## src/hw/trail_pkg.sv

```systemverilog
// shared cell codes, directions and player ids for the trail memory
// cell codes are 3 bits wide, values 6 and 7 are never written
package trail_pkg;

	// default grid is 32 by 32 cells
	localparam int COORD_BITS_DEFAULT = 5;

	typedef enum logic [2:0] {
		CELL_EMPTY  = 3'd0,
		CELL_BLUE_H = 3'd1,
		CELL_BLUE_V = 3'd2,
		CELL_RED_H  = 3'd3,
		CELL_RED_V  = 3'd4,
		CELL_CORNER = 3'd5
	} cell_code_t;

	typedef enum logic [1:0] {
		DIR_UP    = 2'd0,
		DIR_DOWN  = 2'd1,
		DIR_LEFT  = 2'd2,
		DIR_RIGHT = 2'd3
	} dir_t;

	typedef enum logic {
		PLAYER_BLUE = 1'b0,
		PLAYER_RED  = 1'b1
	} player_t;

	// code left in the cell a head has just moved out of
	function automatic cell_code_t trail_code(input player_t player, input dir_t prev_dir,
		input dir_t new_dir);
		cell_code_t code;
		if (prev_dir != new_dir)
			code = CELL_CORNER;
		else if ((new_dir == DIR_UP) || (new_dir == DIR_DOWN))
			code = (player == PLAYER_BLUE) ? CELL_BLUE_V : CELL_RED_V;
		else
			code = (player == PLAYER_BLUE) ? CELL_BLUE_H : CELL_RED_H;
		return code;
	endfunction

endpackage

```

## src/hw/fb_bus_if.sv

```systemverilog
// four-phase req/ack bus from one trail writer to the arbiter
// rdata is only meaningful while ack is high
`timescale 1ns/1ps

interface fb_bus_if #(
	parameter int COORD_BITS = trail_pkg::COORD_BITS_DEFAULT
);
	import trail_pkg::*;

	logic                    req;
	logic                    ack;
	logic                    we;
	logic [2*COORD_BITS-1:0] addr;
	cell_code_t              wdata;
	cell_code_t              rdata;

	// writer side
	modport requester (output req, output we, output addr, output wdata,
		input ack, input rdata);

	// arbiter side
	modport arbiter (input req, input we, input addr, input wdata,
		output ack, output rdata);

endinterface

```

## src/hw/fb_port_if.sv

```systemverilog
// single access port from the arbiter to the trail RAM
// reads return data one cycle after the address
`timescale 1ns/1ps

interface fb_port_if #(
	parameter int COORD_BITS = trail_pkg::COORD_BITS_DEFAULT
);
	import trail_pkg::*;

	logic                    we;
	logic [2*COORD_BITS-1:0] addr;
	cell_code_t              wdata;
	cell_code_t              rdata;

	modport master (output we, output addr, output wdata, input rdata);

	modport slave (input we, input addr, input wdata, output rdata);

endinterface

```

## src/hw/fb_arbiter.sv

```systemverilog
// round-robin arbiter for two writers on the single RAM port
// clear is only expected while both writers are idle
`timescale 1ns/1ps

module fb_arbiter #(
	parameter int COORD_BITS = trail_pkg::COORD_BITS_DEFAULT
) (
	input  logic       Clk,
	input  logic       arst_n,
	input  logic       ready,
	fb_bus_if.arbiter  blue,
	fb_bus_if.arbiter  red,
	fb_port_if.master  ram
);
	import trail_pkg::*;

	typedef enum logic [1:0] {
		ARB_IDLE,
		ARB_ADDR,
		ARB_DATA,
		ARB_ACK
	} arb_state_t;

	arb_state_t state;
	player_t    grant;
	player_t    last_served;
	logic       ack_q;
	cell_code_t rdata_q;

	// request of the granted bus
	logic                    sel_req;
	logic                    sel_we;
	logic [2*COORD_BITS-1:0] sel_addr;
	cell_code_t              sel_wdata;

	always_comb
	begin
		if (grant == PLAYER_RED)
		begin
			sel_req   = red.req;
			sel_we    = red.we;
			sel_addr  = red.addr;
			sel_wdata = red.wdata;
		end
		else
		begin
			sel_req   = blue.req;
			sel_we    = blue.we;
			sel_addr  = blue.addr;
			sel_wdata = blue.wdata;
		end
	end

	always_ff @(posedge Clk or negedge arst_n)
	begin
		if (!arst_n)
		begin
			state       <= ARB_IDLE;
			grant       <= PLAYER_BLUE;
			last_served <= PLAYER_RED;
			ack_q       <= 1'b0;
		end
		else
		begin
			case (state)
				ARB_IDLE:
					if (ready && (blue.req || red.req))
					begin
						// red wins a tie only when blue went last
						if (red.req && (!blue.req || (last_served == PLAYER_BLUE)))
							grant <= PLAYER_RED;
						else
							grant <= PLAYER_BLUE;
						state <= ARB_ADDR;
					end
				ARB_ADDR:
					state <= ARB_DATA;
				ARB_DATA:
				begin
					ack_q       <= 1'b1;
					last_served <= grant;
					state       <= ARB_ACK;
				end
				ARB_ACK:
					if (!sel_req)
					begin
						ack_q <= 1'b0;
						state <= ARB_IDLE;
					end
				default:
					state <= ARB_IDLE;
			endcase
		end
	end

	// read data lands in the data phase
	always_ff @(posedge Clk)
	begin
		if (state == ARB_DATA)
			rdata_q <= ram.rdata;
	end

	assign ram.we     = (state == ARB_ADDR) && sel_we;
	assign ram.addr   = sel_addr;
	assign ram.wdata  = sel_wdata;
	assign blue.ack   = ack_q && (grant == PLAYER_BLUE);
	assign red.ack    = ack_q && (grant == PLAYER_RED);
	assign blue.rdata = rdata_q;
	assign red.rdata  = rdata_q;

	// ack may outlive req by one cycle only
	a_blue_ack_has_req: assert property (
		@(posedge Clk) disable iff (!arst_n)
		blue.ack |-> $past(blue.req)
	);

	a_red_ack_has_req: assert property (
		@(posedge Clk) disable iff (!arst_n)
		red.ack |-> $past(red.req)
	);

endmodule

```

## src/flat_wrapper.sv

```systemverilog
// flat-port wrapper written by rule: the top's interface ports become plain ports
module fb_arbiter_flat import trail_pkg::*;
#(
	parameter int COORD_BITS = trail_pkg::COORD_BITS_DEFAULT
)
  (Clk, arst_n, ready, blue_req, blue_we, blue_addr, blue_wdata, blue_ack, blue_rdata, red_req, red_we, red_addr, red_wdata, red_ack, red_rdata, ram_we, ram_addr, ram_wdata, ram_rdata);
  fb_bus_if #(.COORD_BITS(COORD_BITS)) blue_i ();
  fb_bus_if #(.COORD_BITS(COORD_BITS)) red_i ();
  fb_port_if #(.COORD_BITS(COORD_BITS)) ram_i ();
  input  logic Clk;
  input  logic arst_n;
  input  logic ready;
  input wire logic [$bits(blue_i.req)-1:0] blue_req;
  input wire logic [$bits(blue_i.we)-1:0] blue_we;
  input wire logic [$bits(blue_i.addr)-1:0] blue_addr;
  input wire logic [$bits(blue_i.wdata)-1:0] blue_wdata;
  output wire logic [$bits(blue_i.ack)-1:0] blue_ack;
  output wire logic [$bits(blue_i.rdata)-1:0] blue_rdata;
  input wire logic [$bits(red_i.req)-1:0] red_req;
  input wire logic [$bits(red_i.we)-1:0] red_we;
  input wire logic [$bits(red_i.addr)-1:0] red_addr;
  input wire logic [$bits(red_i.wdata)-1:0] red_wdata;
  output wire logic [$bits(red_i.ack)-1:0] red_ack;
  output wire logic [$bits(red_i.rdata)-1:0] red_rdata;
  output wire logic [$bits(ram_i.we)-1:0] ram_we;
  output wire logic [$bits(ram_i.addr)-1:0] ram_addr;
  output wire logic [$bits(ram_i.wdata)-1:0] ram_wdata;
  input wire logic [$bits(ram_i.rdata)-1:0] ram_rdata;
  assign blue_i.req = blue_req;
  assign blue_i.we = blue_we;
  assign blue_i.addr = blue_addr;
  assign blue_i.wdata = blue_wdata;
  assign blue_ack = blue_i.ack;
  assign blue_rdata = blue_i.rdata;
  assign red_i.req = red_req;
  assign red_i.we = red_we;
  assign red_i.addr = red_addr;
  assign red_i.wdata = red_wdata;
  assign red_ack = red_i.ack;
  assign red_rdata = red_i.rdata;
  assign ram_we = ram_i.we;
  assign ram_addr = ram_i.addr;
  assign ram_wdata = ram_i.wdata;
  assign ram_i.rdata = ram_rdata;
  fb_arbiter #(.COORD_BITS(COORD_BITS)) u_core (.Clk(Clk), .arst_n(arst_n), .ready(ready), .blue(blue_i), .red(red_i), .ram(ram_i));
endmodule
```

## config.mk

```make
export PLATFORM = sky130hd
export DESIGN_NAME = fb_arbiter_flat
export DESIGN_NICKNAME = d
export VERILOG_FILES = /design/src/hw/trail_pkg.sv /design/src/hw/fb_bus_if.sv /design/src/hw/fb_port_if.sv /design/src/hw/fb_arbiter.sv /design/src/flat_wrapper.sv
export SDC_FILE = /design/constraint.sdc
export NUM_CORES = 1
export LEC_CHECK = 0
export ABC_CLOCK_PERIOD_IN_PS = 4260
export BUFFER_PORTS_ARGS = -buffer_cell sky130_fd_sc_hd__buf_4
export CAP_MARGIN = 10
export CORE_ASPECT_RATIO = 0.8
export CORE_UTILIZATION = 32
export CTS_CLUSTER_DIAMETER = 100
export DETAILED_ROUTE_END_ITERATION = 7
export PLACE_DENSITY = 0.71
export SETUP_SLACK_MARGIN = 0.2
export SYNTH_ARGS = -nofsm -noshare
export SYNTH_HDL_FRONTEND = slang
export SYNTH_SLANG_ARGS = --single-unit
```

## constraint.sdc

```tcl
create_clock -name Clk -period 4.26 [get_ports Clk]
set_input_delay 0.213 -clock Clk [delete_from_list [all_inputs] [get_ports Clk]]
set_output_delay 0.213 -clock Clk [all_outputs]
set_load 0.02 [all_outputs]
```

Yosys cells after proc, flatten, opt, wreduce, memory -nomap -nowiden --
Index checks and enable logic that the tools add are counted.
Word-level totals: register bits 8, bits of input ports 36, output and inout bits 22, word-level logic and storage cells 35
Cells by class: equality and inequality tests 5, mux-type cells 10, bitwise logic cells 2, reduce and logical (&&, ||, !) cells 13
Operator list (number):
- 10-bit 2-to-1 mux | 1
- 2-bit case mux with 4 select lines | 1
- 2-bit AND reduction | 3
- 1-bit logical AND | 5
- 2-bit == test (second input constant) | 2
- 1-bit 2-to-1 mux | 4
- 2-bit 2-to-1 mux | 2
- 3-bit 2-to-1 mux | 1
- 2-bit by 1-bit == test with 1-bit output (second input constant) | 1
- 2-bit logical NOT | 1
- 1-bit logical OR | 2
- 2-bit by 1-bit != test with 1-bit output (second input constant) | 1
- 2-bit != test (second input constant) | 1
- 1-bit inverter | 2
- 1-bit case mux with 2 select lines | 1
- 2-bit nonzero test | 1
- 1-bit logical NOT | 1

Logic depth before layout (Yosys ltp) --
word-level depth 4, mapped depth 4, gate-level depth less buffers 4

Worst setup path after synthesis --
Ideal clock, no wire load.
kind reg2reg, from reg u_core.grant, to reg u_core.state[1], arrival time 1.313 ns, data required time 4.132 ns, path slack 2.820 ns, stages on the path, launching flop included 5, buffers on the path 1, period minus slack after synthesis 1.440 ns, path through dfrtp_1 > buf_6 > mux2_4 > a22oi_4 > mux2_1
On the way: cells in the longest elaborated chain, start to end 3
RTL lines:
- start: declaration | line fb_arbiter.sv:25 | player_t grant;
- start signal: assignment | line fb_arbiter.sv:59 | grant <= PLAYER_BLUE;
- start signal: assignment | line fb_arbiter.sv:71 | grant <= PLAYER_RED;
- start signal: assignment | line fb_arbiter.sv:73 | grant <= PLAYER_BLUE;
- 1-bit 2-to-1 mux | line fb_arbiter.sv:38 | if (grant == PLAYER_RED)
- 2-bit != test (no line)
- 2-bit AND reduction (no line)
- end signal: assignment | line fb_arbiter.sv:58 | state <= ARB_IDLE;
- end signal: assignment | line fb_arbiter.sv:74 | state <= ARB_ADDR;
- end signal: assignment | line fb_arbiter.sv:77 | state <= ARB_DATA;
- end: declaration | line fb_arbiter.sv:24 | arb_state_t state;
No other way between the ends. A chain may end at the register's enable or synchronous reset.

Worst setup path after layout --
from reg u_core.grant, to out ram_wdata[2]
On the way: cells in the longest elaborated chain, start to end 1
RTL lines:
- 3-bit 2-to-1 mux | line fb_arbiter.sv:38
- end: declaration | line flat_wrapper.sv:27 | output wire logic [$bits(ram_i.wdata)-1:0] ram_wdata;
No other way between the ends.

==> impl_metrics.tcl <==
set metrics [dict create \
    wl_mm 1.56 \
    drv_slew 0 \
    slew_headroom_pct 49.5 \
    cts_tree "built" \
    yosysMostFrequentCell "mux2_2" \
    power_uw 638 \
    fin_crit_sh_pct 44.2 \
    htreeDepth 1 \
    first_pass_iters 4 \
    ys.flop_type "dfrtp_1" \
    cts_resized 0 \
    final_area_um2 1050 \
    crit_path_start_kind "flop" \
    finalNonFillerCells 129 \
    p_leak_nw 0.532 \
    maxCapViolations 0 \
    grt_pass1_vias 504 \
    overflow 0 \
    cp_max_fo 19 \
    clockBufferDepth 2 \
    rsz0062_at_grt "no" \
    drive_gt1_share_pct 68.2 \
    p_per_area_nw_per_um2 605 \
    die_y_um 40.8 \
    yosys.area.top_type "mux2_2" \
    synth_nets 90 \
    core_area_um2 1690 \
    hold_viol 0 \
    ys_ff_latch 8 \
    status "finished, final reports clean" \
    ios 58 \
    insertion_delay_ns 0.25 \
    die_area_um2 2060 \
    fin_hold_ws_ns 0.140 \
    dr.first_iter.drc_count 8 \
    synthTopCellsByCount "10 x mux2_2, 5 x mux2_1, 4 x dfrtp_1, 4 x ha_1" \
    min_path_type "primary input to flop" \
    postCtsSetupBuffers 0 \
    post-route-util_pct 62.4 \
    clk_pin_slew_ns 0.06 \
    end_kind "primary output" \
    tns_ns 0 \
    grt_antenna_before_repair 0 \
    synth-async-reset-ratio_pct 62.5 \
    cts.sink_count 8 \
    synth_area_um2 602 \
    die_w_um 50.5 \
    worst_pin_slew_ns 0.757 \
    placed_cell_area_um2 1020 \
    skew_ns 0.00326 \
    nFillCells 148 \
    critical_path_class "flop to primary output" \
    multi_input_area_um2 339 \
    postSynthAreaPerCell_um2 12.0 \
    start_util_pct 35.6 \
    vias_per_cell 4.45 \
    post-route-min-period_ns 1.88 \
    synth_edf_count 3 \
    grt_pass1_wl_mm 2.30 \
    ys_types 22 \
    setup_viol 0 \
    fin_nets 148 \
    rows 13 \
    cts_root_buffer "clkbuf_4" \
    synth_top_area_share_pct 18.7 \
    ir_worst_vdd_mv 0.453 \
    ant_nets 0 \
    fmax_mhz 531 \
    io_buffers 57 \
    globalplace.congestion 0.768 \
    pre_cts_slack_ns 2.41 \
    synthTopCellsByArea "mux2_2 19%, dfrtp_1 17%, edfxtp_1 15%" \
    area_delta_synth_final_pct 75.3 \
    yosysWarnings 0 \
    diodes 0 \
    numCtsBuffers 3 \
    fin_ws_ns 2.38 \
    cp.arrival_ns 1.67 \
    grt_max_degree 20 \
    avgRoutedWirePerCell_um 12.1 \
    post-place-cells 124 \
    r2r_setup_slack_ns 2.40 \
    postCtsHoldBufs 1 \
    critical_path_required_ns 4.05 \
    yosysSeqAreaShare_pct 36.0 \
    route.detailed.drc 0 \
    ff_latch_area_um2 216 \
    hpwl_mm 1.30 \
    track_usage_pct 15.7 \
    vias 574 \
    synthCells 50 \
]
## area by class of cell
cell class,instances,area share [%]
Tap cell,22,2.61
Multi-Input combinational cell,35,32.1
Timing Repair Buffer,58,41.5
Clock buffer,4,2.49
Sequential cell,8,20.5
Inverter,2,0.712
## path summary, 6_finish.rpt
kind                               from                    to  depth (start not counted)
max in group asynchronous        arst_n    u_core.last_served                          2
min                        ram_rdata[2]  u_core.blue.rdata[2]                          1
max reg2reg                u_core.grant       u_core.state[1]                          3
min in group asynchronous        arst_n          u_core.grant                          2
min reg2reg                u_core.ack_q          u_core.ack_q                          2
max                        u_core.grant          ram_wdata[2]                          2
## critical path, cell delays in order (launching register included)
cell	delay (ns)
dfrtp_1	0.83
mux2_2	0.42
buf_4	0.16
## cell families (layout without fill, tap and decap cells)
logic type / after synthesis / after routing / share of synthesized area [%]
AO/OA/AOI/OAI: 6 / 6 / 9.15
AND/OR/NAND/NOR: 8 / 8 / 6.65
adder cells (fa/ha/maj): 4 / 4 / 8.32
flip-flops: 8 / 8 / 36.0
multiplexers: 17 / 17 / 32.2
buffers and inverters: 7 / 64 / 7.69
## power by group
group          total [mW]  internal (mW)  switching [mW]
sequential          0.174          0.120          0.0542
combinational       0.403          0.215           0.187
clock              0.0608         0.0358          0.0250
total               0.638          0.371           0.267
## routing by layer
metal	wire length (µm)	share of wire [%]	global-route usage [%]	vias to the layer above
met5	0	0	0	-
met4	0	0	2.78	0
met3	149	9.6	5.93	0
met2	770	49	30.0	31
met1	639	41	17.3	252
li1	-	-	-	291
## sequential cells by signal, summed over array words and instances (netlist names)
register	count
u_core.state	2
u_core.ack_q	1
u_core.grant	1
u_core.last_served	1
u_core.blue.rdata	3
## cell usage in the layout (no fill, tap or decap), drive strengths merged
cell,Yosys,routed
mux2i,1,1
nor2b,2,2
o21ai,2,2
a2bb2oi,1,1
a22oi,1,1
clkbuf,0,4
nand2b,1,1
dfrtp,4,4
buf,5,57
nor2,2,2
dlygate4sd3,0,1
ha,4,4
a31oi,1,1
and2,1,1
dfstp,1,1
a41oi,1,1
edfxtp,3,3
inv,2,2
mux2,16,16
nand2,2,2
Power figures use the tool's default switching activity.
