`src/hw/trail_pkg.sv`:
```
// shared cell codes, directions and player ids for the trail memory
// cell codes are 3 bits wide, values 6 and 7 are never written
package trail_pkg;

	// default grid is 32 by 32 cells
	localparam int COORD_BITS_DEFAULT = 5;

	typedef enum logic [2:0] {
		CELL_EMPTY  = 3'd0,
		CELL_BLUE_H = 3'd1,
		CELL_BLUE_V = 3'd2,
		CELL_RED_H  = 3'd3,
		CELL_RED_V  = 3'd4,
		CELL_CORNER = 3'd5
	} cell_code_t;

	typedef enum logic [1:0] {
		DIR_UP    = 2'd0,
		DIR_DOWN  = 2'd1,
		DIR_LEFT  = 2'd2,
		DIR_RIGHT = 2'd3
	} dir_t;

	typedef enum logic {
		PLAYER_BLUE = 1'b0,
		PLAYER_RED  = 1'b1
	} player_t;

	// code left in the cell a head has just moved out of
	function automatic cell_code_t trail_code(input player_t player, input dir_t prev_dir,
		input dir_t new_dir);
		cell_code_t code;
		if (prev_dir != new_dir)
			code = CELL_CORNER;
		else if ((new_dir == DIR_UP) || (new_dir == DIR_DOWN))
			code = (player == PLAYER_BLUE) ? CELL_BLUE_V : CELL_RED_V;
		else
			code = (player == PLAYER_BLUE) ? CELL_BLUE_H : CELL_RED_H;
		return code;
	endfunction

endpackage

```
`src/hw/fb_bus_if.sv`:
```
// four-phase req/ack bus from one trail writer to the arbiter
// rdata is only meaningful while ack is high
`timescale 1ns/1ps

interface fb_bus_if #(
	parameter int COORD_BITS = trail_pkg::COORD_BITS_DEFAULT
);
	import trail_pkg::*;

	logic                    req;
	logic                    ack;
	logic                    we;
	logic [2*COORD_BITS-1:0] addr;
	cell_code_t              wdata;
	cell_code_t              rdata;

	// writer side
	modport requester (output req, output we, output addr, output wdata,
		input ack, input rdata);

	// arbiter side
	modport arbiter (input req, input we, input addr, input wdata,
		output ack, output rdata);

endinterface

```
`src/hw/trail_writer.sv`:
```
// one player's trail writer, a move costs a collision read then a trail write
// x and y must be held by the source until busy falls
`timescale 1ns/1ps

module trail_writer #(
	parameter trail_pkg::player_t PLAYER     = trail_pkg::PLAYER_BLUE,
	parameter int                 COORD_BITS = trail_pkg::COORD_BITS_DEFAULT
) (
	input  logic                  Clk,
	input  logic                  arst_n,
	input  logic                  run,
	input  logic [COORD_BITS-1:0] x,
	input  logic [COORD_BITS-1:0] y,
	input  trail_pkg::dir_t       dir,
	output logic                  busy,
	output logic                  crash,
	fb_bus_if.requester           bus
);
	import trail_pkg::*;

	typedef enum logic [2:0] {
		WR_IDLE,
		WR_RD_REQ,
		WR_RD_REL,
		WR_WR_REQ,
		WR_WR_REL
	} wr_state_t;

	wr_state_t state;

	// head and direction as of the last accepted move
	logic [COORD_BITS-1:0] prev_x;
	logic [COORD_BITS-1:0] prev_y;
	dir_t                  prev_dir;

	// cell left behind, cell entered and the mark for the old cell
	logic [2*COORD_BITS-1:0] old_addr;
	logic [2*COORD_BITS-1:0] new_addr;
	cell_code_t              code_q;

	logic moved;

	assign moved = run && ((x != prev_x) || (y != prev_y));

	always_ff @(posedge Clk or negedge arst_n)
	begin
		if (!arst_n)
		begin
			state    <= WR_IDLE;
			prev_x   <= '0;
			prev_y   <= '0;
			prev_dir <= DIR_UP;
			crash    <= 1'b0;
		end
		else
		begin
			// outside a round the start position is tracked directly
			if (!run)
			begin
				prev_x   <= x;
				prev_y   <= y;
				prev_dir <= dir;
				crash    <= 1'b0;
			end

			case (state)
				WR_IDLE:
					if (moved)
					begin
						prev_x   <= x;
						prev_y   <= y;
						prev_dir <= dir;
						state    <= WR_RD_REQ;
					end
				WR_RD_REQ:
					if (bus.ack)
					begin
						// any trail in the entered cell is a crash
						if (run && (bus.rdata != CELL_EMPTY))
							crash <= 1'b1;
						state <= WR_RD_REL;
					end
				WR_RD_REL:
					if (!bus.ack)
						state <= WR_WR_REQ;
				WR_WR_REQ:
					if (bus.ack)
						state <= WR_WR_REL;
				WR_WR_REL:
					if (!bus.ack)
						state <= WR_IDLE;
				default:
					state <= WR_IDLE;
			endcase
		end
	end

	// captured move data, no reset needed
	always_ff @(posedge Clk)
	begin
		if ((state == WR_IDLE) && moved)
		begin
			old_addr <= {prev_y, prev_x};
			new_addr <= {y, x};
			code_q   <= trail_code(PLAYER, prev_dir, dir);
		end
	end

	assign busy      = (state != WR_IDLE);
	assign bus.req   = (state == WR_RD_REQ) || (state == WR_WR_REQ);
	assign bus.we    = (state == WR_WR_REQ);
	assign bus.addr  = (state == WR_WR_REQ) ? old_addr : new_addr;
	assign bus.wdata = code_q;

	// four-phase rule, the arbiter answers before req is withdrawn
	a_req_held_until_ack: assert property (
		@(posedge Clk) disable iff (!arst_n)
		$fell(bus.req) |-> bus.ack
	);

endmodule

```
`src/flat_wrapper.sv`:
```
// flat-port wrapper written by rule: the top's interface ports become plain ports
module trail_writer_flat import trail_pkg::*;
#(
	parameter trail_pkg::player_t PLAYER     = trail_pkg::PLAYER_BLUE,
	parameter int                 COORD_BITS = trail_pkg::COORD_BITS_DEFAULT
)
  (Clk, arst_n, run, x, y, dir, busy, crash, bus_req, bus_we, bus_addr, bus_wdata, bus_ack, bus_rdata);
  fb_bus_if #(.COORD_BITS(COORD_BITS)) bus_i ();
  input  logic Clk;
  input  logic arst_n;
  input  logic run;
  input  logic [COORD_BITS-1:0] x;
  input  logic [COORD_BITS-1:0] y;
  input  trail_pkg::dir_t dir;
  output logic busy;
  output logic crash;
  output wire logic [$bits(bus_i.req)-1:0] bus_req;
  output wire logic [$bits(bus_i.we)-1:0] bus_we;
  output wire logic [$bits(bus_i.addr)-1:0] bus_addr;
  output wire logic [$bits(bus_i.wdata)-1:0] bus_wdata;
  input wire logic [$bits(bus_i.ack)-1:0] bus_ack;
  input wire logic [$bits(bus_i.rdata)-1:0] bus_rdata;
  assign bus_req = bus_i.req;
  assign bus_we = bus_i.we;
  assign bus_addr = bus_i.addr;
  assign bus_wdata = bus_i.wdata;
  assign bus_i.ack = bus_ack;
  assign bus_i.rdata = bus_rdata;
  trail_writer #(.PLAYER(PLAYER), .COORD_BITS(COORD_BITS)) u_core (.Clk(Clk), .arst_n(arst_n), .run(run), .x(x), .y(y), .dir(dir), .busy(busy), .crash(crash), .bus(bus_i));
endmodule
```
`config.mk`:
```
export PLATFORM = sky130hd
export DESIGN_NAME = trail_writer_flat
export DESIGN_NICKNAME = d
export VERILOG_FILES = /design/src/hw/trail_pkg.sv /design/src/hw/fb_bus_if.sv /design/src/hw/trail_writer.sv /design/src/flat_wrapper.sv
export SDC_FILE = /design/constraint.sdc
export NUM_CORES = 1
export LEC_CHECK = 0
export BUFFER_PORTS_ARGS = -buffer_cell sky130_fd_sc_hd__buf_2
export CAP_MARGIN = 20
export CORE_MARGIN = 5
export CORE_UTILIZATION = 30
export CTS_CLUSTER_SIZE = 25
export DETAILED_ROUTE_END_ITERATION = 10
export GPL_ROUTABILITY_DRIVEN = 0
export PLACE_DENSITY_LB_ADDON = 0.2
export SLEW_MARGIN = 20
export SYNTH_ARGS = -nofsm -noshare
export SYNTH_HDL_FRONTEND = slang
export SYNTH_SLANG_ARGS = --single-unit
export TNS_END_PERCENT = 20
```
`constraint.sdc`:
```
create_clock -name Clk -period 3.1 [get_ports Clk]
set_clock_uncertainty 0.1 [all_clocks]
set_input_delay 0.62 -clock Clk [delete_from_list [all_inputs] [get_ports Clk]]
set_output_delay 0.62 -clock Clk [all_outputs]
set_load 0.03 [all_outputs]
```
## Word level (Yosys, flattened, before mapping)

Cells that the tools add are included.

| storage, ports and cells | value |
|---|---|
| register bits | 39 |
| bits in latches | 0 |
| RAM bits | 0 |
| bits in read-only memories | 0 |
| input bits | 19 |
| memories kept | 0 |

| operators by class | value |
|---|---|
| add/subtract/negate cells | 0 |
| $mul | 0 |
| div/mod/pow operators | 0 |
| magnitude comparators | 0 |
| eq/ne operators | 13 |
| shifts and indexed selects | 0 |
| multiplexer cells | 21 |
| bitwise operators | 0 |
| reduce and logical (&&, ||, !) cells | 11 |

Operators by type and width:

| kind | number |
|---|---|
| 5-bit 2-to-1 mux | 6 |
| 3-bit 2-to-1 mux | 5 |
| 3-bit case mux with 5 select lines | 1 |
| 10-bit 2-to-1 mux | 1 |
| 5-bit inequality test | 2 |
| 2-bit 2-to-1 mux | 4 |
| 3-bit by 2-bit equality test with 1-bit output, second input constant | 2 |
| 2-bit inequality test, second input constant | 3 |
| 3-bit nonzero test | 2 |
| 5-bit AND reduction | 1 |
| 1-bit 2-to-1 mux | 4 |
| 2-bit by 1-bit inequality test with 1-bit output, second input constant | 2 |
| 3-bit by 1-bit equality test with 1-bit output, second input constant | 1 |
| 3-bit equality test, second input constant | 1 |
| 1-bit logical AND | 3 |
| 3-bit zero test | 1 |
| 1-bit logical OR | 3 |
| 2-bit by 1-bit equality test with 1-bit output, second input constant | 1 |
| 2-bit zero test | 1 |
| 2-bit inequality test | 1 |

## Longest topological paths before layout

Gate-level depths: netlist of run 1.

| logic depth | value |
|---|---|
| word-level depth | 5 |
| mapped depth | 6 |
| depth with buffers taken out | 4 |

## Least setup slack after synthesis of run 1

Ideal clock, no wire load.

| timing | value |
|---|---|
| path kind | input -> register |
| start point | input port run |
| end point | register u_core.code_q[0] (netlist: u_core.bus.wdata[0]) (enable) |
| arrival | 2328 ps |
| slack | 270 ps |
| cell stages on the path | 5 |
| path buffers | 3 |
| cells stage by stage | buf_2 > buf_2 > clkbuf_1 > nand2_1 > nor2_1 |

| on the way | value |
|---|---|
| word-level cells in the longest chain between the ends | 2 |

Ends and longest elaborated chain:

| item | RTL line | source |
|---|---|---|
| start, declared | flat_wrapper.sv:11 | `input logic run;` |
| 1-bit logical AND | trail_writer.sv:43 | `assign moved = run && ((x != prev_x) \|\| (y != prev_y));` |
| 1-bit logical AND | trail_writer.sv:101 | `if ((state == WR_IDLE) && moved)` |
| end signal, assigned | trail_writer.sv:105 | `code_q <= trail_code(PLAYER, prev_dir, dir);` |
| end, declared | trail_writer.sv:39 | `cell_code_t code_q;` |

No other way between the ends.
A chain may end at the register's enable or synchronous reset.

## Final worst setup path of run 1

| timing | value |
|---|---|
| start point | register u_core.state[2] |
| end point | output port bus_addr[5] |

| on the way | value |
|---|---|
| word-level cells in the longest chain between the ends | 2 |

Ends and longest elaborated chain:

| item | RTL line | source |
|---|---|---|
| start, declared | trail_writer.sv:29 | `wr_state_t state;` |
| start signal, assigned | trail_writer.sv:49 | `state <= WR_IDLE;` |
| start signal, assigned | trail_writer.sv:73 | `state <= WR_RD_REQ;` |
| start signal, assigned | trail_writer.sv:81 | `state <= WR_RD_REL;` |
| 3-bit by 2-bit equality test with 1-bit output | trail_writer.sv:112 | `assign bus.addr = (state == WR_WR_REQ) ? old_addr : new_addr;` |
| 10-bit 2-to-1 mux | trail_writer.sv:112 |  |
| end, declared | flat_wrapper.sv:19 | `output wire logic [$bits(bus_i.addr)-1:0] bus_addr;` |

No other way between the ends.

==> impl_metrics.csv, run 1 <==
group,metric,value,unit
setup_path,arrival,1.97,ns
setup_path,crit_chain,"nor2b_1 > nand2_1 > mux2_1 > buf_2",
outcome,outcome,"completed",
floorplan,ios,36,
floorplan,coreArea,6422,um2
finish,diodes,0,
finish,nets,238,
sta,slew_headroom,0.6017,
synth,yosysTopAreaCell,"edfxtp_1",
setup_path,crit_path_top_delay_cell,"mux2_1",
setup_path,cp_top_family,"simple AND/OR/NAND/NOR gates",
clock_tree,cts_resized,0,
setup_path,crit_fanout,12,
placed_design,dp_hpwl,3.035,mm
synth,ys.flop_type,"edfxtp_1",
detailed_routing,drc,0,
global_routing,overflow,0,
sta,fin_ws,0.4138,ns
setup_path,setup.worst_path.end_class,"output pin",
detailed_routing,via_count,1549,
floorplan,die_h,91.51,um
detailed_routing,drt-total-wl,4.572,mm
synth,ys_seq_area_frac,0.5474,
finish,final_layout_size_suffix_gt1_frac,0.2364,
finish,area_growth,17.14,%
setup_path,cp_num_buf_inv,1,
synth,synthesis.area,1993,um2
synth,synth_edf_count,23,
power_and_ir_drop,p_leak,0.9171,nW
clock_tree,clock_latency,0.29,ns
synth,synthCells,184,
sta,post-route-min-period,2.686,ns
synth,synthMostInstantiatedCell,"edfxtp_1",
synth,synthArstFlopShare,0.4103,
detailed_routing,drt-pass1-iter-count,4,
sta,slew_viol_final,0,
setup_path,start_kind,"register",
detailed_routing,via_per_inst,5.215,
setup_path,critical_path_required,2.38,ns
detailed_routing,postRouteAntennaNets,0,
placed_design,io_buffers,35,
sta,worstMarginPinSlew,0.5960,ns
clock_tree,hold_buffers,0,
worst_hold_path,hold_path.class,"in -> async",
power_and_ir_drop,power.density,944.5,nW/um2
synth,yosys_warnings,0,
sta,hold_violations,0,
global_routing,track_usage,0.1164,
detailed_routing,wl_per_cell,15.39,um
synth,yosysUniqueCellTypes,27,
sta,rsz0062_at_grt,"false",
synth,synth_top_area_frac,0.3465,
global_routing,grt_pass1_wl,7.693,mm
floorplan,die_w,91.51,um
synth,mappedNetlistNets,203,
clock_tree,postCtsSetupBuffers,0,
sta,finalSetupViolCount,0,
global_routing,grt_pass1_vias,1513,
clock_tree,clock-sinks,39,
synth,avgSynthCellArea,10.83,um2
sta,totalNegativeSetupSlack,0,ns
global_routing,antenna_found_initial,0,
clock_tree,path_clk_slew,0.07,ns
sta,min_period_over_period,0.8665,
placed_design,dp_slack,0.6839,ns
clock_tree,cts_root_buf,"clkbuf_8",
clock_tree,cts_tree,"yes",
power_and_ir_drop,vdd_ir_drop_max,0.0002886,V
floorplan,num_rows,29,
clock_tree,clockBufferDepth,2,
flow_run,maxCapViolCount,0,
global_routing,grt_max_degree,28,
setup_path,critical_path_class,"reg -> out",
sta,max_freq,372.3,MHz
floorplan,die_area,8374,um2
synth,synth_seq_cells,39,
synth,synth.area.top_cells,"edfxtp_1, dfrtp_1, xnor2_1",
clock_tree,cts_buffers,5,
detailed_routing,drt_iter0_markers,76,
setup_path,slowest_delay,0.46,ns
synth,synth_common_cells,"edfxtp_1, nand2_1, dfrtp_1",
floorplan,initial_core_util,0.3103,
power_and_ir_drop,finalPower,2.205,mW
clock_tree,ctsHtreeMaxLevel,2,
-- per-stage QoR --
step,util,hold WS [ns],instances,cell area (um2)
after floorplan,-,0.2244,184,1993
after global placement,0.3511,0.3840,289,2255
after detailed placement,0.3511,0.3831,289,2255
after CTS,0.3635,0.1567,297,2335
after global routing,0.3635,0.1692,297,2335
final,0.3635,0.1427,297,2335
-- cell usage in the layout, fill, tap and decap left out --
| cell | count |
|---|---|
| o21ai_0 | 1 |
| and2_1 | 1 |
| nor2_2 | 1 |
| clkinv_1 | 2 |
| dfrtp_1 | 16 |
| xnor2_1 | 11 |
| buf_4 | 7 |
| nand2_1 | 18 |
| a21boi_0 | 1 |
| o32ai_1 | 1 |
| clkbuf_1 | 1 |
| nor4bb_1 | 1 |
| o22ai_1 | 12 |
| mux2_2 | 2 |
| nand4_1 | 1 |
| nor3_1 | 2 |
| o211ai_1 | 12 |
| clkbuf_8 | 5 |
| inv_1 | 15 |
| nand4_2 | 1 |
| nand3_1 | 12 |
| xor2_1 | 1 |
| mux2_1 | 8 |
| nor2_1 | 3 |
| buf_2 | 35 |
| o21a_1 | 1 |
| edfxtp_1 | 23 |
| or4_1 | 12 |
| a31oi_1 | 12 |
| nor2b_1 | 1 |
| nor3_2 | 1 |
-- report_power, final --
part / switching [mW] / total, mW / internal (mW)
combinational: 0.647 / 1.00 / 0.355
clock: 0.171 / 0.324 / 0.153
sequential: 0.117 / 0.878 / 0.762
-- worst register-to-register path: stages (launching register included) --
cell and delay [ns]:
dfrtp_1 0.40, xnor2_1 0.14, nand2_1 0.34, nor3_1 0.17, nor2_2 0.31, buf_4 0.27
-- worst paths after layout --
path	startpoint	end	slack (ns)	depth (start not counted)
max in group asynchronous	arst_n	u_core.prev_dir[1]	2.47	1
min in group Clk	u_core.prev_y[4]	u_core.old_addr[9]	0.40	0
setup / recovery	u_core.state[2]	bus_addr[5]	0.41	4
setup reg to reg	u_core.prev_y[0]	u_core.new_addr[2]	1.08	5
hold reg to reg	u_core.prev_y[4]	u_core.old_addr[9]	0.40	0
hold / removal	arst_n	u_core.prev_x[4]	0.14	1
-- metal layers --
metal | global-route usage | routed length, um | vias up
li1 | - | - | 759
met1 | 0.1548 | 2146 | 750
met2 | 0.1795 | 2167 | 34
met3 | 0.03223 | 194 | 6
met4 | 0.04523 | 64 | 0
met5 | 0 | 0 | -
-- registers in the layout (all words and copies together) (netlist names) --
name / cells
u_core.prev_dir: 2
u_core.bus.wdata: 3
u_core.prev_x: 5
u_core.new_addr: 10
u_core.old_addr: 10
u_core.prev_y: 5
u_core.state: 3
u_core.crash: 1
-- final cells by class --
type / instances / area (um2)
fillers: 649 / 4088
well taps: 77 / 96.34
multi-input cells: 116 / 783.3
flip-flops and latches: 39 / 1091
inverters: 15 / 56.30
clock buffers: 6 / 72.57
clock inverters: 2 / 7.507
repair buffers: 42 / 227.7
-- logic make-up after synthesis --
group / count (synthesis) / share of synthesized area
flops: 39 / 0.5474
mux: 10 / 0.05650
buf+inv: 29 / 0.06340
xor+xnor: 12 / 0.05273
compound gates: 40 / 0.1350
simple gates: 54 / 0.1450
Power figures use the tool's default switching activity.
==> inputs of run 2 (changes only) <==
==> constraint.sdc (replaced) <==
create_clock -name Clk -period 3.4 [get_ports Clk]
set_clock_uncertainty 0.1 [all_clocks]
set_input_delay 0.68 -clock Clk [delete_from_list [all_inputs] [get_ports Clk]]
set_output_delay 0.68 -clock Clk [all_outputs]
set_load 0.03 [all_outputs]
==> run 2 against run 1 <==
Largest cell class unchanged. Die area unchanged. Core utilization is 0.059 points higher. Highest routed layer unchanged. Hold slack improved by 0.064 ns.
==> impl_metrics.csv, run 2 (synthesized netlist as in run 1, its figures left out) <==
group,metric,value,unit
placed_design,dp_hpwl,3.042,mm
power_and_ir_drop,seqPwrFrac,0.394,
floorplan,die_h,91.51,um
clock_tree,postCtsSetupBuffers,0,
sta,totalNegativeSetupSlack,0,ns
placed_design,placedCellCount,288,
sta,hold_violations,0,
global_routing,track_usage,0.1139,
clock_tree,cts_root_buf,"clkbuf_8",
global_routing,grt_max_degree,28,
finish,area_growth,17.33,%
sta,worstMarginPinSlew,0.7261,ns
setup_path,arrival,1.95,ns
sta,slew_headroom,0.5133,
sta,max_freq,367.0,MHz
global_routing,grt_pass1_vias,1468,
clock_tree,hold_buffers,0,
power_and_ir_drop,power.density,866.0,nW/um2
setup_path,start_kind,"register",
floorplan,coreArea,6422,um2
setup_path,crit_fanout,12,
sta,slew_viol_final,0,
detailed_routing,drt_iter0_markers,92,
finish,nets,237,
finish,diodes,0,
finish,fill_cells,636,
global_routing,antenna_found_initial,0,
setup_path,crit_path_top_delay_cell,"mux2_1",
setup_path,cp_top_family,"simple AND/OR/NAND/NOR gates",
sta,rsz0062_at_grt,"false",
floorplan,die_area,8374,um2
sta,min_period_over_period,0.8015,
detailed_routing,via_count,1554,
finish,largestRegisters,"u_core.new_addr: 10 flops, u_core.old_addr: 10 flops",
sta,post-route-min-period,2.725,ns
detailed_routing,wl_per_cell,15.45,um
flow_run,maxCapViolCount,0,
power_and_ir_drop,p_comb_frac,0.446,
setup_path,slowest_delay,0.47,ns
setup_path,cp_num_buf_inv,1,
placed_design,dp_slack,0.9125,ns
setup_path,crit_chain,"nor2b_1 > nand2_1 > mux2_1 > buf_2",
clock_tree,ctsHtreeMaxLevel,2,
sta,fin_ws,0.6749,ns
setup_path,critical_path_class,"reg -> out",
outcome,outcome,"completed",
setup_path,critical_path_required,2.62,ns
detailed_routing,postRouteAntennaNets,0,
floorplan,initial_core_util,0.3103,
worst_hold_path,hold_path.class,"in -> async",
floorplan,ios,36,
clock_tree,cts_resized,0,
detailed_routing,drc,0,
setup_path,setup.worst_path.end_class,"output pin",
clock_tree,path_clk_slew,0.08,ns
global_routing,grt_pass1_wl,7.493,mm
power_and_ir_drop,p_int,1.173,mW
global_routing,overflow,0,
finish,final_common_cell,"buf_2",
clock_tree,clockBufferDepth,2,
detailed_routing,drt-pass1-iter-count,4,
clock_tree,clock_latency,0.29,ns
placed_design,io_buffers,35,
detailed_routing,drt-total-wl,4.574,mm
clock_tree,cts_tree,"yes",
power_and_ir_drop,p_clk_frac,0.160,
clock_tree,cts_buffers,5,
clock_tree,clock-sinks,39,
sta,finalSetupViolCount,0,
power_and_ir_drop,power.switching,0.8524,mW
floorplan,num_rows,29,
power_and_ir_drop,p_leak,0.9200,nW
power_and_ir_drop,switching_share,0.4209,
finish,final_layout_size_suffix_gt1_frac,0.2420,
detailed_routing,via_per_inst,5.250,
power_and_ir_drop,vdd_ir_drop_max,0.0002333,V
finish,final_cell_mix,"buf_2, edfxtp_1, nand2_1, dfrtp_1, inv_1",
finish,fin_cells,296,
floorplan,die_w,91.51,um
## run 2: per-layer routing
| metal | GRT usage | vias up | part of all wire | wire length (um) |
|---|---|---|---|---|
| met5 | 0 | - | 0 | 0 |
| met4 | 0.04899 | 0 | 0.014 | 63 |
| met3 | 0.02231 | 7 | 0.035 | 162 |
| met2 | 0.1765 | 44 | 0.48 | 2195 |
| met1 | 0.1546 | 749 | 0.47 | 2151 |
| li1 | - | 754 | - | - |
## run 2: final cells by class
cell class                      instances  area, um2  share of cell area
Sequential cell                        39       1091              0.4666
Multi-Input combinational cell        116      783.3              0.3349
Timing Repair Buffer                   41      220.2             0.09417
Tap cell                               77      96.34             0.04120
Clock buffer                            7      86.33             0.03692
Inverter                               15      56.30             0.02408
Clock inverter                          1      5.005            0.002140
## run 2: path summary, 6_finish.rpt
check / to / cells after the start / slack, ns / startpoint
setup / recovery: bus_addr[5] / 4 / 0.67 / u_core.state[2]
hold / removal: u_core.prev_x[1] / 1 / 0.21 / arst_n
setup reg to reg: u_core.old_addr[6] / 4 / 1.16 / u_core.state[1]
hold reg to reg: u_core.old_addr[6] / 0 / 0.40 / u_core.prev_y[1]
max in group asynchronous: u_core.state[2] / 1 / 2.69 / arst_n
min in group Clk: u_core.old_addr[6] / 0 / 0.40 / u_core.prev_y[1]
## run 2: power by group through the flow
| stage | sequential (mW) | combinational (mW) | clock (mW) |
|---|---|---|---|
| after global placement | 0.806 | 0.905 | 0 |
| after CTS | 0.799 | 0.919 | 0.334 |
| final | 0.798 | 0.904 | 0.324 |
| after detailed placement | 0.807 | 0.915 | 0 |
| after global routing | 0.818 | 1.00 | 0.354 |
| after floorplan | 0.800 | 0.667 | 0 |
## run 2: through the flow
step	hold slack [ns]	cell area, um2	util	total power [mW]
floorplan	0.2844	1993	-	1.466
global placement	0.3816	2247	0.3499	1.711
detailed placement	0.3855	2247	0.3499	1.721
CTS	0.2272	2338	0.3641	2.052
global route	0.2271	2338	0.3641	2.174
finish	0.2068	2338	0.3641	2.025
## run 2: worst register-to-register path, cell delays in order, from the launching register on
cell and delay (ns):
dfrtp_1 0.44, nor3_2 0.64, nand2_1 0.18, nor2_2 0.30, buf_4 0.27
==> inputs of run 3 (changes only) <==
==> constraint.sdc (replaced) <==
create_clock -name Clk -period 2.69 [get_ports Clk]
set_clock_uncertainty 0.1 [all_clocks]
set_input_delay 0.538 -clock Clk [delete_from_list [all_inputs] [get_ports Clk]]
set_output_delay 0.538 -clock Clk [all_outputs]
set_load 0.03 [all_outputs]
==> run 3 against run 2 <==
Via count fell by 4.4%. Sequential cell count is the same. Critical path depth is the same. Register-to-register slack worse by 0.40 ns.
==> impl_metrics.csv, run 3 (synthesized netlist as in run 1, its figures left out) <==
group,metric,value,unit
setup_path,reg2reg_to,"u_core.old_addr[3]",
power_and_ir_drop,power.density,1103,nW/um2
finish,final_common_cell,"buf_2",
global_routing,grt_pass1_vias,1425,
setup_path,start_kind,"register",
sta,slew_headroom,0.5853,
floorplan,die_area,8374,um2
clock_tree,cts_tree,"yes",
clock_tree,clock_latency,0.29,ns
detailed_routing,postRouteAntennaNets,0,
clock_tree,cts_root_buf,"clkbuf_8",
detailed_routing,drt-pass1-iter-count,4,
clock_tree,path_clk_slew,0.08,ns
placed_design,dp_hpwl,2.887,mm
clock_tree,clockBufferDepth,2,
sta,fin_ws,0.3152,ns
placed_design,place_area,2260,um2
placed_design,io_buffers,35,
floorplan,coreArea,6422,um2
floorplan,num_rows,29,
detailed_routing,wl_per_cell,14.78,um
detailed_routing,drc,0,
sta,max_freq,421.1,MHz
clock_tree,cts_buffers,5,
placed_design,dp_slack,0.3891,ns
setup_path,crit_fanout,12,
sta,slew_viol_final,0,
sta,min_period_over_period,0.8828,
sta,finalSetupViolCount,0,
setup_path,rr_worst_depth,5,
sta,post-route-min-period,2.375,ns
sta,rsz0062_at_grt,"false",
finish,largestRegisters,"u_core.new_addr: 10 flops, u_core.old_addr: 10 flops",
finish,final_area,2370,um2
finish,area_growth,18.90,%
sta,worstMarginPinSlew,0.6214,ns
global_routing,overflow,0,
clock_tree,clock-sinks,39,
finish,final_cell_mix,"buf_2, edfxtp_1, nand2_1, dfrtp_1, inv_1",
flow_run,maxCapViolCount,0,
setup_path,arrival,1.74,ns
global_routing,antenna_found_initial,0,
floorplan,ios,36,
global_routing,track_usage,0.1069,
worst_hold_path,hold_path.class,"in -> async",
finish,fill_cells,617,
setup_path,setup.worst_path.end_class,"output pin",
finish,final_layout_size_suffix_gt1_frac,0.2466,
detailed_routing,drt_iter0_markers,79,
finish,diodes,0,
floorplan,initial_core_util,0.3103,
sta,hold_violations,0,
setup_path,critical_path_class,"reg -> out",
floorplan,die_w,91.51,um
power_and_ir_drop,vdd_ir_drop_max,0.0004438,V
clock_tree,hold_buffers,0,
setup_path,setup.worst_path.start,"u_core.state[2]",
finish,nets,237,
setup_path,critical_path_required,2.05,ns
global_routing,grt_pass1_wl,7.127,mm
global_routing,grt_max_degree,38,
detailed_routing,via_count,1486,
floorplan,die_h,91.51,um
outcome,outcome,"completed",
setup_path,r2r_setup_slack,0.76,ns
sta,totalNegativeSetupSlack,0,ns
power_and_ir_drop,p_leak,0.9307,nW
detailed_routing,via_per_inst,5.020,
setup_path,endpoint,"bus_addr[3]",
detailed_routing,drt-total-wl,4.375,mm
setup_path,r2r-start,"u_core.prev_x[0]",
clock_tree,ctsHtreeMaxLevel,2,
## run 3: worst max-delay path, cell delays in order (launching register included)
cell,delay [ns]
dfrtp_1,0.43
nor2b_1,0.21
nand2_2,0.25
mux2_1,0.38
buf_2,0.18
## run 3: metal layers
layer | vias to the layer above | track usage | wire (um) | part of all wire
met2 | 42 | 0.1710 | 2092 | 0.48
met4 | 0 | 0.04146 | 66 | 0.015
li1 | 755 | - | - | -
met3 | 8 | 0.02893 | 226 | 0.052
met5 | - | 0 | 0 | 0
met1 | 681 | 0.1373 | 1990 | 0.45
## run 3: worst min-delay path by stage
| stage | startpoint | end | slack [ns] |
|---|---|---|---|
| after floorplan | arst_n | u_core.crash | 0.14 |
| after global placement | u_core.prev_x[4] | u_core.old_addr[4] | 0.38 |
| after detailed placement | u_core.crash | u_core.crash | 0.38 |
| after CTS | arst_n | u_core.prev_x[4] | 0.08 |
| after global routing | arst_n | u_core.prev_y[3] | 0.09 |
| final | arst_n | u_core.prev_x[4] | 0.07 |
## run 3: power breakdown
part | switching (mW) | internal [mW]
Clock | 0.204 | 0.272
Combinational | 0.727 | 0.406
Sequential | 0.128 | 0.878
Total | 1.06 | 1.56
## run 3: cell type report
type / instances / area, um2 / share of cell area
clock buffer: 5 / 68.82 / 0.02904
clock inverter: 3 / 38.79 / 0.01637
inverter: 15 / 56.30 / 0.02376
multi-input combinational: 116 / 785.8 / 0.3316
sequential: 39 / 1091 / 0.4604
tap: 77 / 96.34 / 0.04065
timing repair buffer: 41 / 232.7 / 0.09820
## run 3: repair_timing
action,in CTS,in global routing
gates resized for setup,0,1
buffers inserted,0,0
endpoints found under the setup margin,0,10
## run 3: metrics by stage
step	hold WS [ns]	util	cells	power [mW]
after floorplan	0.1424	-	184	1.854
after detailed placement	0.3822	0.3518	288	2.161
after global routing	0.09441	0.3690	296	2.806
final	0.06711	0.3690	296	2.615
after CTS	0.08052	0.3686	296	2.646
after global placement	0.3839	0.3518	288	2.153
